`config.mk`:
```
export PLATFORM = sky130hd
export DESIGN_NAME = lsu_pipe_top
export DESIGN_NICKNAME = d
export VERILOG_FILES = /design/src/design/lsu_pkg.sv /design/src/design/lsu_stage_if.sv /design/src/design/lsu_ex0_decode.sv /design/src/design/lsu_ex1_agen.sv /design/src/design/lsu_ex2_align.sv /design/src/design/lsu_ex3_complete.sv /design/src/design/lsu_pipe_top.sv
export SDC_FILE = /design/constraint.sdc
export NUM_CORES = 1
export LEC_CHECK = 0
export BUFFER_PORTS_ARGS = -buffer_cell sky130_fd_sc_hd__clkbuf_2
export CAP_MARGIN = 10
export CORE_MARGIN = 8
export CORE_UTILIZATION = 46
export CTS_CLUSTER_DIAMETER = 200
export CTS_CLUSTER_SIZE = 28
export DETAILED_ROUTE_END_ITERATION = 12
export MAX_ROUTING_LAYER = met4
export PLACE_DENSITY = 0.86
export REMOVE_ABC_BUFFERS = 1
export SLEW_MARGIN = 20
export SYNTH_ARGS = -nofsm -noshare
export SYNTH_HDL_FRONTEND = slang
export SYNTH_SLANG_ARGS = --single-unit
```
`constraint.sdc`:
```
create_clock -name i_clk -period 3.1 [get_ports i_clk]
set_clock_uncertainty 0.15 [all_clocks]
set_input_delay 0.465 -clock i_clk [delete_from_list [all_inputs] [get_ports i_clk]]
set_output_delay 0.465 -clock i_clk [all_outputs]
set_load 0.02 [all_outputs]
```
`src/design/lsu_pkg.sv`:
```
// -------------------------------------------------
// Shared widths, encodings and micro-op layout for
// the load pipeline. Addresses are 32 bits and there
// is no translation, so the virtual address is the
// physical address.
// -------------------------------------------------

package lsu_pkg;

  // Datapath widths
  localparam int XLEN_W    = 64;
  localparam int ADDR_W    = 32;
  localparam int CMT_ID_W  = 6;
  localparam int REG_IDX_W = 5;
  localparam int DW_BYTE_W = 3;
  localparam int IMM_W     = 12;

  // Major opcodes and the FENCE.I minor code
  localparam logic [6:0] OPCODE_LOAD     = 7'b0000011;
  localparam logic [6:0] OPCODE_MISC_MEM = 7'b0001111;
  localparam logic [2:0] FUNCT3_FENCE_I  = 3'b001;

  typedef enum logic [1:0] {
    OP_LOAD    = 2'd0,
    OP_FENCE_I = 2'd1,
    OP_ILLEGAL = 2'd2
  } op_t;

  // Encoded as funct3[1:0] of the load instructions
  typedef enum logic [1:0] {
    SIZE_B  = 2'd0,
    SIZE_H  = 2'd1,
    SIZE_W  = 2'd2,
    SIZE_DW = 2'd3
  } size_t;

  // Values follow the RISC-V mcause exception codes
  typedef enum logic [3:0] {
    EXC_NONE          = 4'd0,
    EXC_ILLEGAL_INST  = 4'd2,
    EXC_LOAD_MISALIGN = 4'd4
  } except_t;

  typedef struct packed {
    logic [CMT_ID_W-1:0]  cmt_id;
    logic [REG_IDX_W-1:0] rd_idx;
    op_t                  op;
    size_t                size;
    logic                 is_signed;
    logic [IMM_W-1:0]     imm;
  } uop_t;

endpackage

```
`src/design/lsu_stage_if.sv`:
```
// -------------------------------------------------
// One pipeline register slot between two stages.
// No handshake: a valid slot always advances on the
// next clock edge.
// -------------------------------------------------

`timescale 1ns/1ps

interface lsu_stage_if;

  logic                        valid;
  lsu_pkg::uop_t               uop;
  logic [lsu_pkg::ADDR_W-1:0]  addr;
  logic                        except_valid;
  lsu_pkg::except_t            except_type;
  // Extended load result that is only meaningful after EX2
  logic [lsu_pkg::XLEN_W-1:0]  data;

  modport src (
    output valid, uop, addr, except_valid, except_type, data
  );

  modport dst (
    input valid, uop, addr, except_valid, except_type, data
  );

endinterface

```
`src/design/lsu_ex0_decode.sv`:
```
// -------------------------------------------------
// EX0 stage. Decodes LB/LH/LW/LD/LBU/LHU/LWU and
// FENCE.I. Every other encoding becomes OP_ILLEGAL.
// The base address is kept as rs1 truncated to
// ADDR_W. The offset is added in EX1.
// -------------------------------------------------

`timescale 1ns/1ps

module lsu_ex0_decode (
  input  logic                           i_clk,
  input  logic                           i_reset_n,
  input  logic                           i_flush,
  input  logic                           i_issue_valid,
  input  logic [31:0]                    i_inst,
  input  logic [lsu_pkg::XLEN_W-1:0]     i_rs1_data,
  input  logic [lsu_pkg::CMT_ID_W-1:0]   i_cmt_id,
  input  logic [lsu_pkg::REG_IDX_W-1:0]  i_rd_idx,
  lsu_stage_if.src                       o_ex1
);

  logic [6:0]    w_opcode;
  logic [2:0]    w_funct3;
  lsu_pkg::uop_t w_uop;

  assign w_opcode = i_inst[6:0];
  assign w_funct3 = i_inst[14:12];

  // Decode
  always_comb begin
    w_uop.cmt_id    = i_cmt_id;
    w_uop.rd_idx    = i_rd_idx;
    w_uop.imm       = i_inst[31:20];
    w_uop.op        = lsu_pkg::OP_ILLEGAL;
    w_uop.size      = lsu_pkg::SIZE_B;
    w_uop.is_signed = 1'b0;
    // funct3 of 7 would be an unsigned LD, which does not exist
    if ((w_opcode == lsu_pkg::OPCODE_LOAD) && (w_funct3 != 3'b111)) begin
      w_uop.op        = lsu_pkg::OP_LOAD;
      w_uop.size      = lsu_pkg::size_t'(w_funct3[1:0]);
      w_uop.is_signed = ~w_funct3[2];
    end else if ((w_opcode == lsu_pkg::OPCODE_MISC_MEM) &&
                 (w_funct3 == lsu_pkg::FUNCT3_FENCE_I)) begin
      w_uop.op = lsu_pkg::OP_FENCE_I;
    end
  end

  // EX1 slot
  always_ff @(posedge i_clk or negedge i_reset_n) begin
    if (!i_reset_n) begin
      o_ex1.valid <= 1'b0;
    end else begin
      o_ex1.valid <= i_issue_valid & ~i_flush;
    end
  end

  always_ff @(posedge i_clk) begin
    o_ex1.uop  <= w_uop;
    o_ex1.addr <= i_rs1_data[lsu_pkg::ADDR_W-1:0];
  end

  // Exception and data fields are filled in by later stages
  assign o_ex1.except_valid = 1'b0;
  assign o_ex1.except_type  = lsu_pkg::EXC_NONE;
  assign o_ex1.data         = '0;

endmodule

```
`src/design/lsu_ex1_agen.sv`:
```
// -------------------------------------------------
// EX1 stage. Adds the sign-extended I-type offset,
// checks natural alignment and issues a doubleword
// read. Memory answers one cycle later, while the
// operation sits in EX2.
// -------------------------------------------------

`timescale 1ns/1ps

module lsu_ex1_agen (
  input  logic                         i_clk,
  input  logic                         i_reset_n,
  input  logic                         i_flush,
  lsu_stage_if.dst                     i_ex1,
  lsu_stage_if.src                     o_ex2,
  output logic                         o_mem_req,
  output logic [lsu_pkg::ADDR_W-1:0]   o_mem_addr
);

  logic [lsu_pkg::ADDR_W-1:0] w_imm_ext;
  logic [lsu_pkg::ADDR_W-1:0] w_addr;
  logic                       w_misaligned;
  logic                       w_is_load;

  assign w_imm_ext = {{(lsu_pkg::ADDR_W-lsu_pkg::IMM_W){i_ex1.uop.imm[lsu_pkg::IMM_W-1]}},
                      i_ex1.uop.imm};
  assign w_addr    = i_ex1.addr + w_imm_ext;
  assign w_is_load = (i_ex1.uop.op == lsu_pkg::OP_LOAD);

  always_comb begin
    case (i_ex1.uop.size)
      lsu_pkg::SIZE_H:  w_misaligned = w_addr[0];
      lsu_pkg::SIZE_W:  w_misaligned = |w_addr[1:0];
      lsu_pkg::SIZE_DW: w_misaligned = |w_addr[2:0];
      default:          w_misaligned = 1'b0;
    endcase
  end

  // Memory read request
  assign o_mem_req  = i_ex1.valid & w_is_load & ~w_misaligned & ~i_flush;
  assign o_mem_addr = {w_addr[lsu_pkg::ADDR_W-1:lsu_pkg::DW_BYTE_W], {lsu_pkg::DW_BYTE_W{1'b0}}};

  // EX2 slot
  always_ff @(posedge i_clk or negedge i_reset_n) begin
    if (!i_reset_n) begin
      o_ex2.valid <= 1'b0;
    end else begin
      o_ex2.valid <= i_ex1.valid & ~i_flush;
    end
  end

  always_ff @(posedge i_clk) begin
    o_ex2.uop          <= i_ex1.uop;
    o_ex2.addr         <= w_addr;
    o_ex2.except_valid <= (w_is_load & w_misaligned) | (i_ex1.uop.op == lsu_pkg::OP_ILLEGAL);
    if (i_ex1.uop.op == lsu_pkg::OP_ILLEGAL) begin
      o_ex2.except_type <= lsu_pkg::EXC_ILLEGAL_INST;
    end else if (w_is_load & w_misaligned) begin
      o_ex2.except_type <= lsu_pkg::EXC_LOAD_MISALIGN;
    end else begin
      o_ex2.except_type <= lsu_pkg::EXC_NONE;
    end
  end

  assign o_ex2.data = '0;

endmodule

```
`src/design/lsu_ex2_align.sv`:
```
// -------------------------------------------------
// EX2 stage. Takes the doubleword returned this
// cycle, with no tag, so the memory latency must be
// exactly one cycle. Selects the addressed bytes and
// extends them to XLEN.
// -------------------------------------------------

`timescale 1ns/1ps

module lsu_ex2_align (
  input  logic                        i_clk,
  input  logic                        i_reset_n,
  input  logic                        i_flush,
  input  logic [lsu_pkg::XLEN_W-1:0]  i_mem_rdata,
  lsu_stage_if.dst                    i_ex2,
  lsu_stage_if.src                    o_ex3
);

  logic [lsu_pkg::DW_BYTE_W+2:0] w_shift_amt;
  logic [lsu_pkg::XLEN_W-1:0]    w_shifted;
  logic [lsu_pkg::XLEN_W-1:0]    w_ext_data;
  logic                          w_sign;

  // Byte offset times eight
  assign w_shift_amt = {i_ex2.addr[lsu_pkg::DW_BYTE_W-1:0], 3'b000};
  assign w_shifted   = i_mem_rdata >> w_shift_amt;

  // --------------------------------------------------
  // Size mask and sign or zero extension
  // --------------------------------------------------
  always_comb begin
    case (i_ex2.uop.size)
      lsu_pkg::SIZE_B: begin
        w_sign     = i_ex2.uop.is_signed & w_shifted[7];
        w_ext_data = {{(lsu_pkg::XLEN_W-8){w_sign}}, w_shifted[7:0]};
      end
      lsu_pkg::SIZE_H: begin
        w_sign     = i_ex2.uop.is_signed & w_shifted[15];
        w_ext_data = {{(lsu_pkg::XLEN_W-16){w_sign}}, w_shifted[15:0]};
      end
      lsu_pkg::SIZE_W: begin
        w_sign     = i_ex2.uop.is_signed & w_shifted[31];
        w_ext_data = {{(lsu_pkg::XLEN_W-32){w_sign}}, w_shifted[31:0]};
      end
      default: begin
        w_sign     = 1'b0;
        w_ext_data = w_shifted;
      end
    endcase
  end

  // EX3 slot
  always_ff @(posedge i_clk or negedge i_reset_n) begin
    if (!i_reset_n) begin
      o_ex3.valid <= 1'b0;
    end else begin
      o_ex3.valid <= i_ex2.valid & ~i_flush;
    end
  end

  always_ff @(posedge i_clk) begin
    o_ex3.uop          <= i_ex2.uop;
    o_ex3.addr         <= i_ex2.addr;
    o_ex3.except_valid <= i_ex2.except_valid;
    o_ex3.except_type  <= i_ex2.except_type;
    o_ex3.data         <= w_ext_data;
  end

endmodule

```
`src/design/lsu_ex3_complete.sv`:
```
// -------------------------------------------------
// EX3 stage. Registers completion, exception and
// register write. A completed FENCE.I waits for the
// commit of its own cmt_id, then o_fence_i pulses
// combinationally in that commit cycle.
// -------------------------------------------------

`timescale 1ns/1ps

module lsu_ex3_complete (
  input  logic                           i_clk,
  input  logic                           i_reset_n,
  input  logic                           i_commit_valid,
  input  logic [lsu_pkg::CMT_ID_W-1:0]   i_commit_cmt_id,
  lsu_stage_if.dst                       i_ex3,
  output logic                           o_done_valid,
  output logic [lsu_pkg::CMT_ID_W-1:0]   o_done_cmt_id,
  output logic                           o_except_valid,
  output lsu_pkg::except_t               o_except_type,
  output logic [lsu_pkg::XLEN_W-1:0]     o_except_tval,
  output logic                           o_wr_valid,
  output logic [lsu_pkg::REG_IDX_W-1:0]  o_wr_idx,
  output logic [lsu_pkg::XLEN_W-1:0]     o_wr_data,
  output logic                           o_fence_i
);

  logic                          w_is_fence_i;
  logic                          w_fence_match;
  logic                          r_fence_wait;
  logic [lsu_pkg::CMT_ID_W-1:0]  r_fence_cmt_id;

  assign w_is_fence_i = i_ex3.valid & (i_ex3.uop.op == lsu_pkg::OP_FENCE_I);

  // --------------------------------------------------
  // Completion and write-back
  // --------------------------------------------------
  always_ff @(posedge i_clk or negedge i_reset_n) begin
    if (!i_reset_n) begin
      o_done_valid   <= 1'b0;
      o_except_valid <= 1'b0;
      o_wr_valid     <= 1'b0;
    end else begin
      o_done_valid   <= i_ex3.valid;
      o_except_valid <= i_ex3.valid & i_ex3.except_valid;
      // x0 is never written
      o_wr_valid     <= i_ex3.valid & (i_ex3.uop.op == lsu_pkg::OP_LOAD) &
                        ~i_ex3.except_valid & (i_ex3.uop.rd_idx != '0);
    end
  end

  always_ff @(posedge i_clk) begin
    o_done_cmt_id <= i_ex3.uop.cmt_id;
    o_except_type <= i_ex3.except_type;
    o_wr_idx      <= i_ex3.uop.rd_idx;
    o_wr_data     <= i_ex3.data;
    if (i_ex3.except_type == lsu_pkg::EXC_LOAD_MISALIGN) begin
      o_except_tval <= {{(lsu_pkg::XLEN_W-lsu_pkg::ADDR_W){1'b0}}, i_ex3.addr};
    end else begin
      o_except_tval <= '0;
    end
  end

  // --------------------------------------------------
  // FENCE.I commit wait
  // --------------------------------------------------
  assign w_fence_match = r_fence_wait & i_commit_valid & (i_commit_cmt_id == r_fence_cmt_id);

  always_ff @(posedge i_clk or negedge i_reset_n) begin
    if (!i_reset_n) begin
      r_fence_wait <= 1'b0;
    end else if (w_fence_match) begin
      r_fence_wait <= 1'b0;
    end else if (w_is_fence_i) begin
      r_fence_wait <= 1'b1;
    end
  end

  always_ff @(posedge i_clk) begin
    if (!w_fence_match && w_is_fence_i) begin
      r_fence_cmt_id <= i_ex3.uop.cmt_id;
    end
  end

  assign o_fence_i = w_fence_match;

endmodule

```
`src/design/lsu_pipe_top.sv`:
```
// -------------------------------------------------
// Four-stage load pipeline, EX0 to EX3. Completion
// comes three cycles after the issue edge. Memory
// must answer one cycle after o_mem_req. There is
// no back-pressure on any port.
// -------------------------------------------------

`timescale 1ns/1ps

module lsu_pipe_top (
  input  logic                           i_clk,
  input  logic                           i_reset_n,
  input  logic                           i_issue_valid,
  input  logic [31:0]                    i_inst,
  input  logic [lsu_pkg::XLEN_W-1:0]     i_rs1_data,
  input  logic [lsu_pkg::CMT_ID_W-1:0]   i_cmt_id,
  input  logic [lsu_pkg::REG_IDX_W-1:0]  i_rd_idx,
  input  logic                           i_flush,
  input  logic                           i_commit_valid,
  input  logic [lsu_pkg::CMT_ID_W-1:0]   i_commit_cmt_id,
  input  logic [lsu_pkg::XLEN_W-1:0]     i_mem_rdata,
  output logic                           o_mem_req,
  output logic [lsu_pkg::ADDR_W-1:0]     o_mem_addr,
  output logic                           o_done_valid,
  output logic [lsu_pkg::CMT_ID_W-1:0]   o_done_cmt_id,
  output logic                           o_except_valid,
  output lsu_pkg::except_t               o_except_type,
  output logic [lsu_pkg::XLEN_W-1:0]     o_except_tval,
  output logic                           o_wr_valid,
  output logic [lsu_pkg::REG_IDX_W-1:0]  o_wr_idx,
  output logic [lsu_pkg::XLEN_W-1:0]     o_wr_data,
  output logic                           o_fence_i
);

  // Stage slots
  lsu_stage_if ex1_if ();
  lsu_stage_if ex2_if ();
  lsu_stage_if ex3_if ();

  lsu_ex0_decode u_ex0 (
    .i_clk (i_clk), .i_reset_n (i_reset_n), .i_flush (i_flush),
    .i_issue_valid (i_issue_valid), .i_inst (i_inst), .i_rs1_data (i_rs1_data),
    .i_cmt_id (i_cmt_id), .i_rd_idx (i_rd_idx), .o_ex1 (ex1_if.src)
  );

  lsu_ex1_agen u_ex1 (
    .i_clk (i_clk), .i_reset_n (i_reset_n), .i_flush (i_flush),
    .i_ex1 (ex1_if.dst), .o_ex2 (ex2_if.src),
    .o_mem_req (o_mem_req), .o_mem_addr (o_mem_addr)
  );

  lsu_ex2_align u_ex2 (
    .i_clk (i_clk), .i_reset_n (i_reset_n), .i_flush (i_flush),
    .i_mem_rdata (i_mem_rdata), .i_ex2 (ex2_if.dst), .o_ex3 (ex3_if.src)
  );

  lsu_ex3_complete u_ex3 (
    .i_clk (i_clk), .i_reset_n (i_reset_n),
    .i_commit_valid (i_commit_valid), .i_commit_cmt_id (i_commit_cmt_id),
    .i_ex3 (ex3_if.dst),
    .o_done_valid (o_done_valid), .o_done_cmt_id (o_done_cmt_id),
    .o_except_valid (o_except_valid), .o_except_type (o_except_type),
    .o_except_tval (o_except_tval), .o_wr_valid (o_wr_valid),
    .o_wr_idx (o_wr_idx), .o_wr_data (o_wr_data), .o_fence_i (o_fence_i)
  );

endmodule

```
==> flow_summary.html, run 1 <==
<table>
<tr><th>Metric</th><th>Value</th></tr>
<tr><th colspan="2">Worst hold path</th></tr>
<tr><td>Worst Hold Class</td><td>in2reg</td></tr>
<tr><td>Hold_sp</td><td>i_issue_valid</td></tr>
<tr><th colspan="2">Clock network</th></tr>
<tr><td>Total CTS buffers</td><td>16</td></tr>
<tr><td>Clock-pin slew reported for the worst setup and hold paths after clock tree synthesis</td><td>0.10 ns</td></tr>
<tr><td>Maximum clock insertion buffer count</td><td>3</td></tr>
<tr><td>Worst-skew pair later-pin latency</td><td>0.51 ns</td></tr>
<tr><td>TritonCTS clock tree</td><td>yes</td></tr>
<tr><td>Root cell of the clock tree</td><td>sky130_fd_sc_hd__clkbuf_16</td></tr>
<tr><td># clock sinks</td><td>345</td></tr>
<tr><td>Count of H-tree levels built during CTS</td><td>1</td></tr>
<tr><th colspan="2">Timing</th></tr>
<tr><td>Fin crit share</td><td>117%</td></tr>
<tr><td>Worst Tran Pin Value</td><td>0.931 ns</td></tr>
<tr><td>Final critical path time including I/O delays and setup</td><td>3.62 ns</td></tr>
<tr><td>Worst rel slew slack</td><td>37.8%</td></tr>
<tr><td>Number of endpoints with negative hold slack in the final report</td><td>0</td></tr>
<tr><td># setup viols final</td><td>21</td></tr>
<tr><td>Setup TNS after final layout</td><td>-6.94 ns</td></tr>
<tr><td>Slew Limit Fails</td><td>0</td></tr>
<tr><td>Worst hold-check slack</td><td>0.0484 ns</td></tr>
<tr><td>Slack of the critical path</td><td>-0.515 ns</td></tr>
<tr><td>Unrepaired setup endpoints after global routing</td><td>yes</td></tr>
<tr><td>Max Clk Rate</td><td>277 MHz</td></tr>
<tr><th colspan="2">Die</th></tr>
<tr><td>Width of the die</td><td>175 um</td></tr>
<tr><td>Die H</td><td>175 um</td></tr>
<tr><td>Site Rows</td><td>58</td></tr>
<tr><td>Area of the die</td><td>0.0307 sq mm</td></tr>
<tr><td>Count of pins on the block boundary</td><td>362</td></tr>
<tr><td>Initial standard-cell utilization of the core</td><td>46.7%</td></tr>
<tr><td>Area inside the core boundary</td><td>0.0250 sq mm</td></tr>
<tr><th colspan="2">Place</th></tr>
<tr><td>Cell total after placement</td><td>1632</td></tr>
<tr><td>IO Port Bufs</td><td>282</td></tr>
<tr><td>Weighted congestion at the end of routability-driven global placement</td><td>0.900</td></tr>
<tr><td>Detailed Place HPWL</td><td>22.6 mm</td></tr>
<tr><th colspan="2">Worst setup path</th></tr>
<tr><td>Depth of the worst register-to-register path</td><td>7</td></tr>
<tr><td>Destination of the critical timing path</td><td>o_mem_addr[27]</td></tr>
<tr><td>Data required time at the worst endpoint</td><td>2.48 ns</td></tr>
<tr><td>Path type of the worst setup path</td><td>reg2out</td></tr>
<tr><td>Data arrival time of the worst path</td><td>3.00 ns</td></tr>
<tr><td>Critical register-to-register path endpoint</td><td>u_ex2.o_ex3.data[20]$_DFF_P_</td></tr>
<tr><td>Slowest cell on crit path</td><td>sky130_fd_sc_hd__or3_4</td></tr>
<tr><td>Worst reg-to-reg setup slack</td><td>0.45 ns</td></tr>
<tr><td>Worst path top cell family by delay</td><td>compound AO/OA/AOI/OAI gates</td></tr>
<tr><td>Largest fanout on the critical path</td><td>11</td></tr>
<tr><td>Number of buffers and inverters on the critical path</td><td>2</td></tr>
<tr><td>Nature of the critical path endpoint</td><td>output port</td></tr>
<tr><td>Start point of the critical path</td><td>u_ex0.o_ex1.uop[11]$_DFF_P_</td></tr>
<tr><td>Startpoint type of the worst setup path</td><td>flop</td></tr>
<tr><td>Number of stages on the worst setup path</td><td>9</td></tr>
<tr><td>Worst-path cell chain</td><td>buf_12 -&gt; ha_1 -&gt; nand4_1 -&gt; or3_4 -&gt; a21o_1 -&gt; o211ai_4 -&gt; a311oi_2 -&gt; xnor2_1 -&gt; buf_4</td></tr>
<tr><td>Maximum cell stage delay along the critical path</td><td>0.42 ns</td></tr>
<tr><td>Reg-to-Reg Start</td><td>u_ex1.o_ex2.addr[1]$_DFF_P_</td></tr>
<tr><th colspan="2">Synthesis</th></tr>
<tr><td>Synth async-reset ratio</td><td>2.03%</td></tr>
<tr><td>Most instantiated flip-flop cell in the synthesis netlist</td><td>sky130_fd_sc_hd__dfxtp_1</td></tr>
<tr><td>Mapped Avg Cell Area</td><td>11.3 sq um</td></tr>
<tr><td>Count of cell types in the netlist</td><td>65</td></tr>
<tr><td>Cell count after synthesis</td><td>1030</td></tr>
<tr><td>Post-synth design cell area</td><td>0.0117 sq mm</td></tr>
<tr><td>Seq cells post-synth</td><td>345</td></tr>
<tr><td>Seq/Total Area, Yosys</td><td>59.9%</td></tr>
<tr><td>Yosys Warn Count</td><td>0</td></tr>
<tr><td>EDFF count, synth</td><td>6</td></tr>
<tr><th colspan="2">Finish</th></tr>
<tr><td>Utilization after layout</td><td>61.3%</td></tr>
<tr><td>Layout area overhead</td><td>31.4%</td></tr>
<tr><td>Fin nets</td><td>1609</td></tr>
<tr><td>Number of standard cells in the final layout excluding fillers</td><td>1729</td></tr>
<tr><td>Fraction of final layout cells with drive strength greater than 1</td><td>36.4%</td></tr>
<tr><td>Most common library cell in the layout ignoring fill and taps</td><td>sky130_fd_sc_hd__dfxtp_1</td></tr>
<tr><td>Number of inserted diodes</td><td>0</td></tr>
<tr><td>Most frequent cells in the layout</td><td>325 x sky130_fd_sc_hd__dfxtp_1, 257 x sky130_fd_sc_hd__clkbuf_2, 98 x sky130_fd_sc_hd__nand2_1, 77 x sky130_fd_sc_hd__buf_4, 57 x sky130_fd_sc_hd__dlygate4sd3_1</td></tr>
<tr><th colspan="2">Global routing</th></tr>
<tr><td>Met2 routing resource usage after global routing</td><td>35.8%</td></tr>
<tr><td>Sum of overflow across all layers after global routing</td><td>0</td></tr>
<tr><td>Fraction of met1 tracks used by global routing</td><td>22.1%</td></tr>
<tr><td>Antenna violations before repair</td><td>0</td></tr>
<tr><td>Pin count of the biggest net entering global routing</td><td>52</td></tr>
<tr><td>Global-route track usage on met3</td><td>3.48%</td></tr>
<tr><td>First-pass GRT wire length</td><td>48.5 mm</td></tr>
<tr><td>Global-route usage over all layers</td><td>20.1%</td></tr>
<tr><td>Via count of the first global-routing pass</td><td>9131</td></tr>
<tr><td>Global route hottest layer</td><td>met2</td></tr>
<tr><th colspan="2">Pwr</th></tr>
<tr><td>Combinational fraction of design power</td><td>20.0%</td></tr>
<tr><td>Leakage power</td><td>7.04 nW</td></tr>
<tr><td>IR Drop Worst-Case VDD</td><td>520 uV</td></tr>
<tr><td>Power Density</td><td>589 mW/mm^2</td></tr>
<tr><td>Switching power share of the total</td><td>26.9%</td></tr>
<tr><td>Part of the total power dissipated in sequential elements</td><td>54.0%</td></tr>
<tr><td>P_sw</td><td>2.43 mW</td></tr>
<tr><td>Internal power</td><td>6.60 mW</td></tr>
<tr><td>Power Total</td><td>9.04 mW</td></tr>
<tr><td>Fraction of power consumed by the clock network</td><td>26.0%</td></tr>
<tr><th colspan="2">Status</th></tr>
<tr><td>Result of the run</td><td>complete, but fails checks</td></tr>
<tr><td>Violations in the final reports</td><td>negative setup slack</td></tr>
<tr><th colspan="2">Run</th></tr>
<tr><td>Max Cap Violations</td><td>0</td></tr>
<tr><th colspan="2">Route</th></tr>
<tr><td>Via/cell ratio</td><td>5.02</td></tr>
<tr><td>ANT nets after route</td><td>0</td></tr>
<tr><td>Number of vias in the routed layout</td><td>8685</td></tr>
<tr><td>Final routed wirelength across all metal layers</td><td>32.2 mm</td></tr>
<tr><td>Wire length per cell after detailed routing</td><td>18.6 um</td></tr>
<tr><td>Router iterations before antenna repair</td><td>5</td></tr>
<tr><td>First DRT Iteration DRCs</td><td>640</td></tr>
<tr><td>Post-route DRC</td><td>0</td></tr>
</table>
[flip-flops by register name (all words and copies together), names as in the netlist, 13 cells and up]
signal / count
u_ex0.o_ex1.addr: 32
u_ex0.o_ex1.uop: 28
u_ex1.o_ex2.addr: 32
u_ex1.o_ex2.uop: 16
u_ex2.o_ex3.addr: 32
u_ex2.o_ex3.data: 64
u_ex2.o_ex3.uop: 13
u_ex3.o_except_tval: 32
u_ex3.o_wr_data: 64
[power groups by stage]
| stage | clock (mW) | sequential (mW) | combinational, mW |
|---|---|---|---|
| global placement | 0 | 4.95 | 1.40 |
| finish | 2.35 | 4.88 | 1.81 |
| global route | 2.56 | 4.91 | 1.93 |
| floorplan | 0 | 5.05 | 0.797 |
| detailed placement | 0 | 4.97 | 1.42 |
| CTS | 2.41 | 4.88 | 1.63 |
[worst min-delay path by stage]
stage                                    to  slack, ns  cells after the start
2_1_floorplan   u_ex0.o_ex1.valid$_DFF_PN0_       0.02                      0
3_3_place_gp   u_ex2.o_ex3.addr[31]$_DFF_P_       0.16                      0
3_5_place_dp    u_ex2.o_ex3.addr[4]$_DFF_P_       0.16                      0
4_1_cts         u_ex0.o_ex1.valid$_DFF_PN0_       0.03                      2
5_1_grt         u_ex0.o_ex1.valid$_DFF_PN0_       0.04                      2
6_report        u_ex0.o_ex1.valid$_DFF_PN0_       0.05                      2
[worst register-to-register path, cell delays in order (launching register included)]
cell and delay (ns):
sky130_fd_sc_hd__dfxtp_2 0.66, sky130_fd_sc_hd__mux2i_1 0.37, sky130_fd_sc_hd__a21oi_1 0.11, sky130_fd_sc_hd__mux2_2 0.29, sky130_fd_sc_hd__nand3_2 0.21, sky130_fd_sc_hd__and2_1 0.33
sky130_fd_sc_hd__buf_4 0.27, sky130_fd_sc_hd__o21ai_0 0.12
[metal layers]
layer | up-vias | share of wire, %
met5 | - | 0
met4 | 0 | 4.0
met2 | 428 | 51
li1 | 4123 | -
met3 | 88 | 6.8
met1 | 4046 | 38
[synth_stat cells, types with 5 or more instances]
| cell | n | share of area [%] |
|---|---|---|
| sky130_fd_sc_hd__nand2_1 | 102 | 3.3 |
| sky130_fd_sc_hd__nor3_1 | 6 | 0.26 |
| sky130_fd_sc_hd__a21oi_1 | 60 | 2.6 |
| sky130_fd_sc_hd__edfxtp_1 | 6 | 1.5 |
| sky130_fd_sc_hd__buf_2 | 15 | 0.64 |
| sky130_fd_sc_hd__dfxtp_1 | 332 | 57 |
| sky130_fd_sc_hd__xor2_1 | 10 | 0.75 |
| sky130_fd_sc_hd__and2_1 | 39 | 2.1 |
| sky130_fd_sc_hd__nand2_2 | 6 | 0.32 |
| sky130_fd_sc_hd__inv_1 | 10 | 0.32 |
| sky130_fd_sc_hd__mux2i_1 | 45 | 3.9 |
| sky130_fd_sc_hd__dfrtp_1 | 7 | 1.5 |
| sky130_fd_sc_hd__clkbuf_1 | 14 | 0.45 |
| sky130_fd_sc_hd__nor2_1 | 44 | 1.4 |
| sky130_fd_sc_hd__buf_4 | 67 | 4.3 |
| sky130_fd_sc_hd__a21o_1 | 12 | 0.77 |
| sky130_fd_sc_hd__nand2b_1 | 6 | 0.32 |
| sky130_fd_sc_hd__ha_1 | 31 | 3.3 |
| sky130_fd_sc_hd__xnor2_1 | 25 | 1.9 |
| sky130_fd_sc_hd__o21ai_0 | 49 | 2.1 |
| sky130_fd_sc_hd__nand3_1 | 7 | 0.30 |
| sky130_fd_sc_hd__o21a_1 | 5 | 0.32 |
| sky130_fd_sc_hd__a211oi_1 | 19 | 1.2 |
| sky130_fd_sc_hd__o21ai_2 | 10 | 0.75 |
| sky130_fd_sc_hd__nor2b_1 | 11 | 0.59 |
| sky130_fd_sc_hd__mux4_2 | 13 | 2.5 |
| sky130_fd_sc_hd__mux2_2 | 10 | 0.96 |
[kinds of logic after synthesis]
kind of cell / Yosys count / share of synthesized area [%]
multiplexers: 68 / 7.33
AO/OA/AOI/OAI: 195 / 10.6
flip-flops: 345 / 59.9
adder cells (fa/ha/maj): 32 / 3.49
other: 1 / 0.0321
AND/OR/NAND/NOR: 241 / 9.81
buffers and inverters: 113 / 6.14
XOR/XNOR: 35 / 2.62
[area by class of cell]
cell class,instances,area (sq um)
clock buffer,21,440
clock inverter,1,20.0
fill,1892,9690
inverter,11,41.3
multi-input combinational,608,4690
sequential,345,7020
tap,330,413
timing repair buffer,413,2720
[repair_timing]
item,in CTS,in global routing
resized for setup,89,90
hold buffers,57,0
hold endpoints to repair,63,0
endpoints found under the setup margin,23,26
gates cloned,1,0
pin swaps,33,54
setup buffers,6,11
[through the flow]
step | instance area, sq um | setup WS [ns]
6_report | 15300 | -0.515
5_1_grt | 15300 | -0.575
4_1_cts | 15000 | -0.499
3_5_place_dp | 13400 | -0.107
3_3_place_gp | 13400 | -0.107
2_1_floorplan | 11100 | -1.14
No activity file was read; power rests on OpenSTA's default activity.
==> run 2: changes to the inputs <==
Settings changed: ABC_AREA from default to 0, REMOVE_ABC_BUFFERS 1 to default.
==> flow_summary.html, run 2 (synthesis results as in run 1) <==
<table>
<tr><th>Metric</th><th>Value</th></tr>
<tr><th colspan="2">Finish</th></tr>
<tr><td>Layout filler cell count</td><td>1905 (+0.69%)</td></tr>
<tr><td>Most frequent cells in the layout</td><td>323 x sky130_fd_sc_hd__dfxtp_1, 262 x sky130_fd_sc_hd__clkbuf_2, 99 x sky130_fd_sc_hd__nand2_1, 65 x sky130_fd_sc_hd__buf_4, 59 x sky130_fd_sc_hd__dlygate4sd3_1</td></tr>
<tr><td>Storage element area</td><td>0.00702 sq mm (about the same)</td></tr>
<tr><td>Layout area overhead</td><td>31.2% (about the same)</td></tr>
<tr><td>Most common library cell in the layout ignoring fill and taps</td><td>sky130_fd_sc_hd__dfxtp_1</td></tr>
<tr><td>Area used by multi-input combinational logic</td><td>0.00470 sq mm (+0.16%)</td></tr>
<tr><td>Fin nets</td><td>1604 (-0.31%)</td></tr>
<tr><td>Fraction of final layout cells with drive strength greater than 1</td><td>36.3% (-0.085 points)</td></tr>
<tr><td>Final instance area</td><td>0.0153 sq mm (about the same)</td></tr>
<tr><td>Largest regs</td><td>u_ex2.o_ex3.data x64, u_ex3.o_wr_data x64</td></tr>
<tr><th colspan="2">Worst setup path</th></tr>
<tr><td>Largest fanout on the critical path</td><td>11 (unchanged)</td></tr>
<tr><td>Depth of the worst register-to-register path</td><td>9 (+2)</td></tr>
<tr><td>Reg-to-Reg Start</td><td>u_ex1.o_ex2.addr[1]$_DFF_P_</td></tr>
<tr><td>Data required time at the worst endpoint</td><td>2.48 ns (about the same)</td></tr>
<tr><td>Nature of the critical path endpoint</td><td>output port</td></tr>
<tr><td>Startpoint type of the worst setup path</td><td>flop</td></tr>
<tr><td>Destination of the critical timing path</td><td>o_mem_addr[27]</td></tr>
<tr><td>Worst reg-to-reg setup slack</td><td>0.31 ns (-0.14 ns)</td></tr>
<tr><td>Path type of the worst setup path</td><td>reg2out</td></tr>
<tr><td>Data arrival time of the worst path</td><td>2.98 ns (-0.02 ns)</td></tr>
<tr><td>Critical register-to-register path endpoint</td><td>u_ex2.o_ex3.data[48]$_DFF_P_</td></tr>
<tr><td>Start point of the critical path</td><td>u_ex0.o_ex1.uop[11]$_DFF_P_</td></tr>
<tr><th colspan="2">Clock network</th></tr>
<tr><td>Clock-pin slew reported for the worst setup and hold paths after clock tree synthesis</td><td>0.10 ns (about the same)</td></tr>
<tr><td># clock sinks</td><td>345 (unchanged)</td></tr>
<tr><td>Root cell of the clock tree</td><td>sky130_fd_sc_hd__clkbuf_16</td></tr>
<tr><td>Maximum clock insertion buffer count</td><td>3 (unchanged)</td></tr>
<tr><td>Count of H-tree levels built during CTS</td><td>1 (unchanged)</td></tr>
<tr><td>Worst-skew pair later-pin latency</td><td>0.50 ns (about the same)</td></tr>
<tr><td>Total CTS buffers</td><td>16 (unchanged)</td></tr>
<tr><td>TritonCTS clock tree</td><td>yes</td></tr>
<tr><th colspan="2">Global routing</th></tr>
<tr><td>Global-route usage over all layers</td><td>20.9% (+0.84 points)</td></tr>
<tr><td>Global route hottest layer</td><td>met2</td></tr>
<tr><td>Antenna violations before repair</td><td>4 (+4)</td></tr>
<tr><td>First-pass GRT wire length</td><td>49.8 mm (+2.5%)</td></tr>
<tr><td>Fraction of met1 tracks used by global routing</td><td>21.9% (-0.23 points)</td></tr>
<tr><td>Sum of overflow across all layers after global routing</td><td>0 (unchanged)</td></tr>
<tr><td>Global-route track usage on met3</td><td>4.70% (+1.2 points)</td></tr>
<tr><td>Met2 routing resource usage after global routing</td><td>38.1% (+2.3 points)</td></tr>
<tr><td>Pin count of the biggest net entering global routing</td><td>46 (-12%)</td></tr>
<tr><td>Via count of the first global-routing pass</td><td>9000 (-1.4%)</td></tr>
<tr><th colspan="2">Route</th></tr>
<tr><td>Post-route DRC</td><td>0 (unchanged)</td></tr>
<tr><td>Router iterations before antenna repair</td><td>5 (unchanged)</td></tr>
<tr><td>Via/cell ratio</td><td>5.06 (+0.68%)</td></tr>
<tr><td>First DRT Iteration DRCs</td><td>708 (+11%)</td></tr>
<tr><td>Number of vias in the routed layout</td><td>8739 (+0.62%)</td></tr>
<tr><td>Final routed wirelength across all metal layers</td><td>33.5 mm (+4.0%)</td></tr>
<tr><td>Wire length per cell after detailed routing</td><td>19.4 um (+4.1%)</td></tr>
<tr><td>ANT nets after route</td><td>0 (unchanged)</td></tr>
<tr><th colspan="2">Die</th></tr>
<tr><td>Area of the die</td><td>0.0307 sq mm (unchanged)</td></tr>
<tr><td>Site Rows</td><td>58 (unchanged)</td></tr>
<tr><td>Area inside the core boundary</td><td>0.0250 sq mm (unchanged)</td></tr>
<tr><td>Count of pins on the block boundary</td><td>362 (unchanged)</td></tr>
<tr><td>Die H</td><td>175 um (unchanged)</td></tr>
<tr><td>Width of the die</td><td>175 um (unchanged)</td></tr>
<tr><td>Initial standard-cell utilization of the core</td><td>46.7% (unchanged)</td></tr>
<tr><th colspan="2">Timing</th></tr>
<tr><td># setup viols final</td><td>22 (+4.8%)</td></tr>
<tr><td>Unrepaired setup endpoints after global routing</td><td>yes</td></tr>
<tr><td>Setup TNS after final layout</td><td>-6.69 ns (+0.254 ns)</td></tr>
<tr><td>Worst rel slew slack</td><td>42.5% (+4.7 points)</td></tr>
<tr><td>Max Clk Rate</td><td>278 MHz (+0.59%)</td></tr>
<tr><td>Slack of the critical path</td><td>-0.494 ns (+0.0213 ns)</td></tr>
<tr><td>Number of endpoints with negative hold slack in the final report</td><td>0 (unchanged)</td></tr>
<tr><td>Fin crit share</td><td>116% (-0.69 points)</td></tr>
<tr><td>Worst Tran Pin Value</td><td>0.861 ns (-0.0701 ns)</td></tr>
<tr><td>Slew Limit Fails</td><td>0 (unchanged)</td></tr>
<tr><td>Final critical path time including I/O delays and setup</td><td>3.59 ns (-0.0213 ns)</td></tr>
<tr><th colspan="2">Run</th></tr>
<tr><td>Max Cap Violations</td><td>0 (unchanged)</td></tr>
<tr><th colspan="2">Place</th></tr>
<tr><td>IO Port Bufs</td><td>282 (unchanged)</td></tr>
<tr><td>Placed standard-cell area</td><td>0.0134 sq mm (-0.39%)</td></tr>
<tr><td>Worst Setup Slack post-DPL</td><td>-0.151 ns (-0.0433 ns)</td></tr>
<tr><td>Detailed Place HPWL</td><td>23.4 mm (+3.3%)</td></tr>
<tr><td>Weighted congestion at the end of routability-driven global placement</td><td>0.905 (+0.58%)</td></tr>
<tr><th colspan="2">Pwr</th></tr>
<tr><td>Leakage power</td><td>7.04 nW (about the same)</td></tr>
<tr><td>Power Density</td><td>591 mW/mm^2 (+0.33%)</td></tr>
<tr><td>IR Drop Worst-Case VDD</td><td>446 uV (-14%)</td></tr>
<tr><th colspan="2">Status</th></tr>
<tr><td>Result of the run</td><td>complete, but fails checks</td></tr>
<tr><td>Violations in the final reports</td><td>negative setup slack</td></tr>
<tr><th colspan="2">Worst hold path</th></tr>
<tr><td>Worst Hold Class</td><td>in2reg</td></tr>
</table>
[run 2: cell types whose count changed in the layout (fill, tap and decap cells not counted), sizes merged]
cell | before | now
dlygate4sd3 | 57 | 59
buf | 96 | 79
clkbuf | 281 | 291
diode | 0 | 4
[run 2: metrics by stage]
| stage | hold WS [ns] | total power, mW | std cells | utilization (%) |
|---|---|---|---|---|
| 2_1_floorplan | 0.0194 | 6.00 | 1066 | - |
| 3_3_place_gp | 0.151 | 6.36 | 1625 | 53.3 |
| 3_5_place_dp | 0.155 | 6.39 | 1625 | 53.3 |
| 4_1_cts | 0.0177 | 8.97 | 1713 | 59.9 |
| 6_report | 0.0493 | 9.06 | 1728 | 61.2 |
| 5_1_grt | 0.0203 | 9.42 | 1728 | 61.2 |
[run 2: final cells by class]
class / count / area share, %
antenna: 4 / 0.0653
sequential: 345 / 45.8
clock buffer: 21 / 2.87
timing repair buffer: 408 / 17.5
inverter: 11 / 0.269
multi-input combinational: 608 / 30.7
tap: 330 / 2.69
clock inverter: 1 / 0.131
[run 2: how the worst min path moves through the flow]
| stage | startpoint | endpoint | slack, ns | cells after the start |
|---|---|---|---|---|
| floorplan | i_reset_n | u_ex0.o_ex1.valid$_DFF_PN0_ | 0.02 | 0 |
| global placement | i_reset_n | u_ex3.o_wr_valid$_DFF_PN0_ | 0.15 | 1 |
| detailed placement | i_reset_n | u_ex3.o_done_valid$_DFF_PN0_ | 0.15 | 1 |
| CTS | i_issue_valid | u_ex0.o_ex1.valid$_DFF_PN0_ | 0.02 | 2 |
| global route | i_issue_valid | u_ex0.o_ex1.valid$_DFF_PN0_ | 0.02 | 2 |
| finish | i_inst[12] | u_ex0.o_ex1.uop[13]$_SDFF_PN0_ | 0.05 | 2 |
[run 2: critical path: stages, from the launching register on]
cell and delay, ns:
sky130_fd_sc_hd__dfxtp_4 0.38, sky130_fd_sc_hd__buf_12 0.15, sky130_fd_sc_hd__ha_4 0.25, sky130_fd_sc_hd__buf_4 0.17, sky130_fd_sc_hd__a21oi_2 0.17, sky130_fd_sc_hd__o211ai_1 0.19
sky130_fd_sc_hd__nor3b_2 0.31, sky130_fd_sc_hd__o211ai_4 0.13, sky130_fd_sc_hd__a311oi_2 0.31, sky130_fd_sc_hd__xnor2_1 0.22, sky130_fd_sc_hd__buf_4 0.20
[run 2: routing by layer]
layer  vias up  wire length, um
met4         0             1240
met2       394            17500
met5         -                0
met1      4147            12100
li1       4123                -
met3        75             2620
[run 2: timing repair]
item,CTS,global route
resized for setup,102,63
gates cloned,0,1
endpoints found under the hold margin,67,0
endpoints found under the setup margin,23,26
setup buffers,7,10
pin swaps,29,33
hold buffers,59,0
[run 2: where the power goes]
group | internal (mW) | total, mW | leakage, nW | switching (mW)
clock | 1.03 | 2.36 | 0.224 | 1.34
sequential | 4.76 | 4.86 | 2.89 | 0.105
combinational | 0.823 | 1.83 | 3.93 | 1.01
==> run 3: changes to the inputs <==
Settings changed: CORE_ASPECT_RATIO from default to 1.1.
==> flow_summary.html, run 3 (synthesis results as in run 1) <==
<table>
<tr><th>Metric</th><th>Value</th></tr>
<tr><th colspan="2">Die</th></tr>
<tr><td>Area inside the core boundary</td><td>0.0251 sq mm (+0.29%)</td></tr>
<tr><td>Die H</td><td>183 um (+4.4%)</td></tr>
<tr><td>Initial standard-cell utilization of the core</td><td>46.5% (-0.14 points)</td></tr>
<tr><td>Count of pins on the block boundary</td><td>362 (unchanged)</td></tr>
<tr><td>Area of the die</td><td>0.0308 sq mm (about the same)</td></tr>
<tr><td>Width of the die</td><td>168 um (-4.2%)</td></tr>
<tr><td>Site Rows</td><td>61 (+5.2%)</td></tr>
<tr><th colspan="2">Pwr</th></tr>
<tr><td>Power Total</td><td>9.08 mW (+0.20%)</td></tr>
<tr><td>Leakage power</td><td>7.07 nW (+0.47%)</td></tr>
<tr><td>Power Density</td><td>594 mW/mm^2 (+0.47%)</td></tr>
<tr><td>IR Drop Worst-Case VDD</td><td>520 uV (+17%)</td></tr>
<tr><th colspan="2">Worst setup path</th></tr>
<tr><td>Largest fanout on the critical path</td><td>4 (-7)</td></tr>
<tr><td>Depth of the worst register-to-register path</td><td>10 (+1)</td></tr>
<tr><td>Number of buffers and inverters on the critical path</td><td>1 (-2)</td></tr>
<tr><td>Reg-to-Reg Start</td><td>u_ex0.o_ex1.uop[4]$_DFF_P_</td></tr>
<tr><td>Worst-path cell chain</td><td>ha_4 -&gt; o211ai_1 -&gt; o21a_2 -&gt; a2111oi_4 -&gt; nor3b_2 -&gt; o211ai_2 -&gt; a311oi_2 -&gt; xnor2_1 -&gt; buf_4</td></tr>
<tr><td>Worst path top cell family by delay</td><td>compound AO/OA/AOI/OAI gates</td></tr>
<tr><td>Startpoint type of the worst setup path</td><td>flop</td></tr>
<tr><td>Data arrival time of the worst path</td><td>2.98 ns (about the same)</td></tr>
<tr><td>Path type of the worst setup path</td><td>reg2out</td></tr>
<tr><td>Nature of the critical path endpoint</td><td>output port</td></tr>
<tr><td>Critical register-to-register path endpoint</td><td>u_ex1.o_ex2.addr[31]$_DFF_P_</td></tr>
<tr><td>Maximum cell stage delay along the critical path</td><td>0.50 ns (+0.12 ns)</td></tr>
<tr><td>Data required time at the worst endpoint</td><td>2.48 ns (about the same)</td></tr>
<tr><td>Slowest cell on crit path</td><td>sky130_fd_sc_hd__a2111oi_4</td></tr>
<tr><td>Worst reg-to-reg setup slack</td><td>0.35 ns (+0.04 ns)</td></tr>
<tr><th colspan="2">Place</th></tr>
<tr><td>Detailed Place HPWL</td><td>23.7 mm (+1.6%)</td></tr>
<tr><td>Worst Setup Slack post-DPL</td><td>-0.178 ns (-0.0270 ns)</td></tr>
<tr><td>IO Port Bufs</td><td>282 (unchanged)</td></tr>
<tr><td>Weighted congestion at the end of routability-driven global placement</td><td>0.908 (+0.31%)</td></tr>
<tr><td>Placed standard-cell area</td><td>0.0134 sq mm (+0.25%)</td></tr>
<tr><td>Cell total after placement</td><td>1617 (-0.49%)</td></tr>
<tr><th colspan="2">Run</th></tr>
<tr><td>Max Cap Violations</td><td>0 (unchanged)</td></tr>
<tr><th colspan="2">Global routing</th></tr>
<tr><td>Sum of overflow across all layers after global routing</td><td>0 (unchanged)</td></tr>
<tr><td>Via count of the first global-routing pass</td><td>9014 (+0.16%)</td></tr>
<tr><td>Global-route usage over all layers</td><td>21.2% (+0.28 points)</td></tr>
<tr><td>Antenna violations before repair</td><td>4 (unchanged)</td></tr>
<tr><td>Pin count of the biggest net entering global routing</td><td>53 (+15%)</td></tr>
<tr><td>First-pass GRT wire length</td><td>49.8 mm (+0.15%)</td></tr>
<tr><th colspan="2">Timing</th></tr>
<tr><td>Slack of the critical path</td><td>-0.498 ns (-0.00385 ns)</td></tr>
<tr><td>Setup TNS after final layout</td><td>-6.64 ns (+0.0546 ns)</td></tr>
<tr><td>Final critical path time including I/O delays and setup</td><td>3.60 ns (+0.00385 ns)</td></tr>
<tr><td>Worst hold-check slack</td><td>0.0395 ns (-0.00974 ns)</td></tr>
<tr><td>Unrepaired setup endpoints after global routing</td><td>yes</td></tr>
<tr><td>Worst rel slew slack</td><td>38.7% (-3.8 points)</td></tr>
<tr><td>Fin crit share</td><td>116% (+0.12 points)</td></tr>
<tr><td># setup viols final</td><td>20 (-9.1%)</td></tr>
<tr><td>Number of endpoints with negative hold slack in the final report</td><td>0 (unchanged)</td></tr>
<tr><td>Max Clk Rate</td><td>278 MHz (-0.11%)</td></tr>
<tr><td>Worst Tran Pin Value</td><td>0.918 ns (+0.0572 ns)</td></tr>
<tr><td>Slew Limit Fails</td><td>0 (unchanged)</td></tr>
<tr><th colspan="2">Clock network</th></tr>
<tr><td>Maximum clock insertion buffer count</td><td>3 (unchanged)</td></tr>
<tr><td># clock sinks</td><td>345 (unchanged)</td></tr>
<tr><td>TritonCTS clock tree</td><td>yes</td></tr>
<tr><td>Count of H-tree levels built during CTS</td><td>1 (unchanged)</td></tr>
<tr><td>Total CTS buffers</td><td>16 (unchanged)</td></tr>
<tr><td>Root cell of the clock tree</td><td>sky130_fd_sc_hd__clkbuf_16</td></tr>
<tr><td>Worst-skew pair later-pin latency</td><td>0.50 ns (about the same)</td></tr>
<tr><td>Clock-pin slew reported for the worst setup and hold paths after clock tree synthesis</td><td>0.10 ns (about the same)</td></tr>
<tr><th colspan="2">Route</th></tr>
<tr><td>Via/cell ratio</td><td>5.01 (-1.0%)</td></tr>
<tr><td>Wire length per cell after detailed routing</td><td>19.4 um (+0.29%)</td></tr>
<tr><td>ANT nets after route</td><td>0 (unchanged)</td></tr>
<tr><td>Number of vias in the routed layout</td><td>8616 (-1.4%)</td></tr>
<tr><td>Router iterations before antenna repair</td><td>5 (unchanged)</td></tr>
<tr><td>First DRT Iteration DRCs</td><td>621 (-12%)</td></tr>
<tr><td>Final routed wirelength across all metal layers</td><td>33.4 mm (-0.11%)</td></tr>
<tr><td>Post-route DRC</td><td>0 (unchanged)</td></tr>
<tr><th colspan="2">Finish</th></tr>
<tr><td>Most frequent cells in the layout</td><td>324 x sky130_fd_sc_hd__dfxtp_1, 260 x sky130_fd_sc_hd__clkbuf_2, 100 x sky130_fd_sc_hd__nand2_1, 79 x sky130_fd_sc_hd__buf_4, 58 x sky130_fd_sc_hd__dlygate4sd3_1</td></tr>
<tr><td>Layout filler cell count</td><td>1920 (+0.79%)</td></tr>
<tr><td>Most common library cell in the layout ignoring fill and taps</td><td>sky130_fd_sc_hd__dfxtp_1</td></tr>
<tr><td>Utilization after layout</td><td>60.9% (-0.35 points)</td></tr>
<tr><td>Largest regs</td><td>u_ex2.o_ex3.data x64, u_ex3.o_wr_data x64</td></tr>
<tr><td>Fraction of final layout cells with drive strength greater than 1</td><td>35.7% (-0.56 points)</td></tr>
<tr><td>Layout area overhead</td><td>30.9%</td></tr>
<tr><td>Fin nets</td><td>1614 (+0.62%)</td></tr>
<tr><td>Number of standard cells in the final layout excluding fillers</td><td>1721 (-0.41%)</td></tr>
<tr><td>Final instance area</td><td>0.0153 sq mm (-0.28%)</td></tr>
<tr><th colspan="2">Worst hold path</th></tr>
<tr><td>Hold Crit Endpoint</td><td>u_ex0.o_ex1.valid$_DFF_PN0_</td></tr>
<tr><td>Worst Hold Class</td><td>in2reg</td></tr>
<tr><td>Worst Hold Depth</td><td>2 (unchanged)</td></tr>
<tr><td>Hold_sp</td><td>i_issue_valid</td></tr>
<tr><th colspan="2">Status</th></tr>
<tr><td>Violations in the final reports</td><td>negative setup slack</td></tr>
<tr><td>Result of the run</td><td>complete, but fails checks</td></tr>
</table>
==> run 3: worst max path at each step <==
stage / startpoint / end / cells after the start
2_1_floorplan: u_ex0.o_ex1.uop[11]$_DFF_P_ / o_mem_addr[31] / 10
3_3_place_gp: u_ex0.o_ex1.uop[0]$_DFF_P_ / o_mem_addr[28] / 11
3_5_place_dp: u_ex0.o_ex1.uop[0]$_DFF_P_ / o_mem_addr[28] / 11
4_1_cts: u_ex0.o_ex1.uop[11]$_DFF_P_ / o_mem_addr[31] / 10
5_1_grt: u_ex0.o_ex1.uop[4]$_DFF_P_ / o_mem_addr[27] / 9
6_report: u_ex0.o_ex1.uop[4]$_DFF_P_ / o_mem_addr[27] / 9
==> run 3: what timing repair did <==
action	in CTS	in global routing
resized for setup	108	40
hold buffers	58	0
buffers inserted	12	12
gates cloned	0	0
endpoints found under the hold margin	65	0
pin swaps	40	31
setup endpoints to repair	23	23
==> run 3: final cells by class <==
cell class                 count  area (sq um)  area share [%]
tap                          315           394            2.58
sequential                   345          7010            45.9
inverter                      11          41.3           0.270
clock buffer                  19           433            2.83
multi-input combinational    608          4620            30.2
timing repair buffer         418          2760            18.1
antenna                        4          10.0          0.0655
clock inverter                 1          20.0           0.131
==> run 3: per-layer routing <==
layer  share of wire (%)  track usage, %  vias up
li1                    -               -     4143
met3                 6.9            4.64       72
met5                   0               -        -
met4                 3.4            7.47        0
met2                  54            39.7      353
met1                  36            21.4     4048
==> run 3: power breakdown <==
group	internal (mW)	switching, mW	total [mW]
combinational	0.848	1.00	1.85
clock	1.02	1.34	2.36
sequential	4.76	0.112	4.87
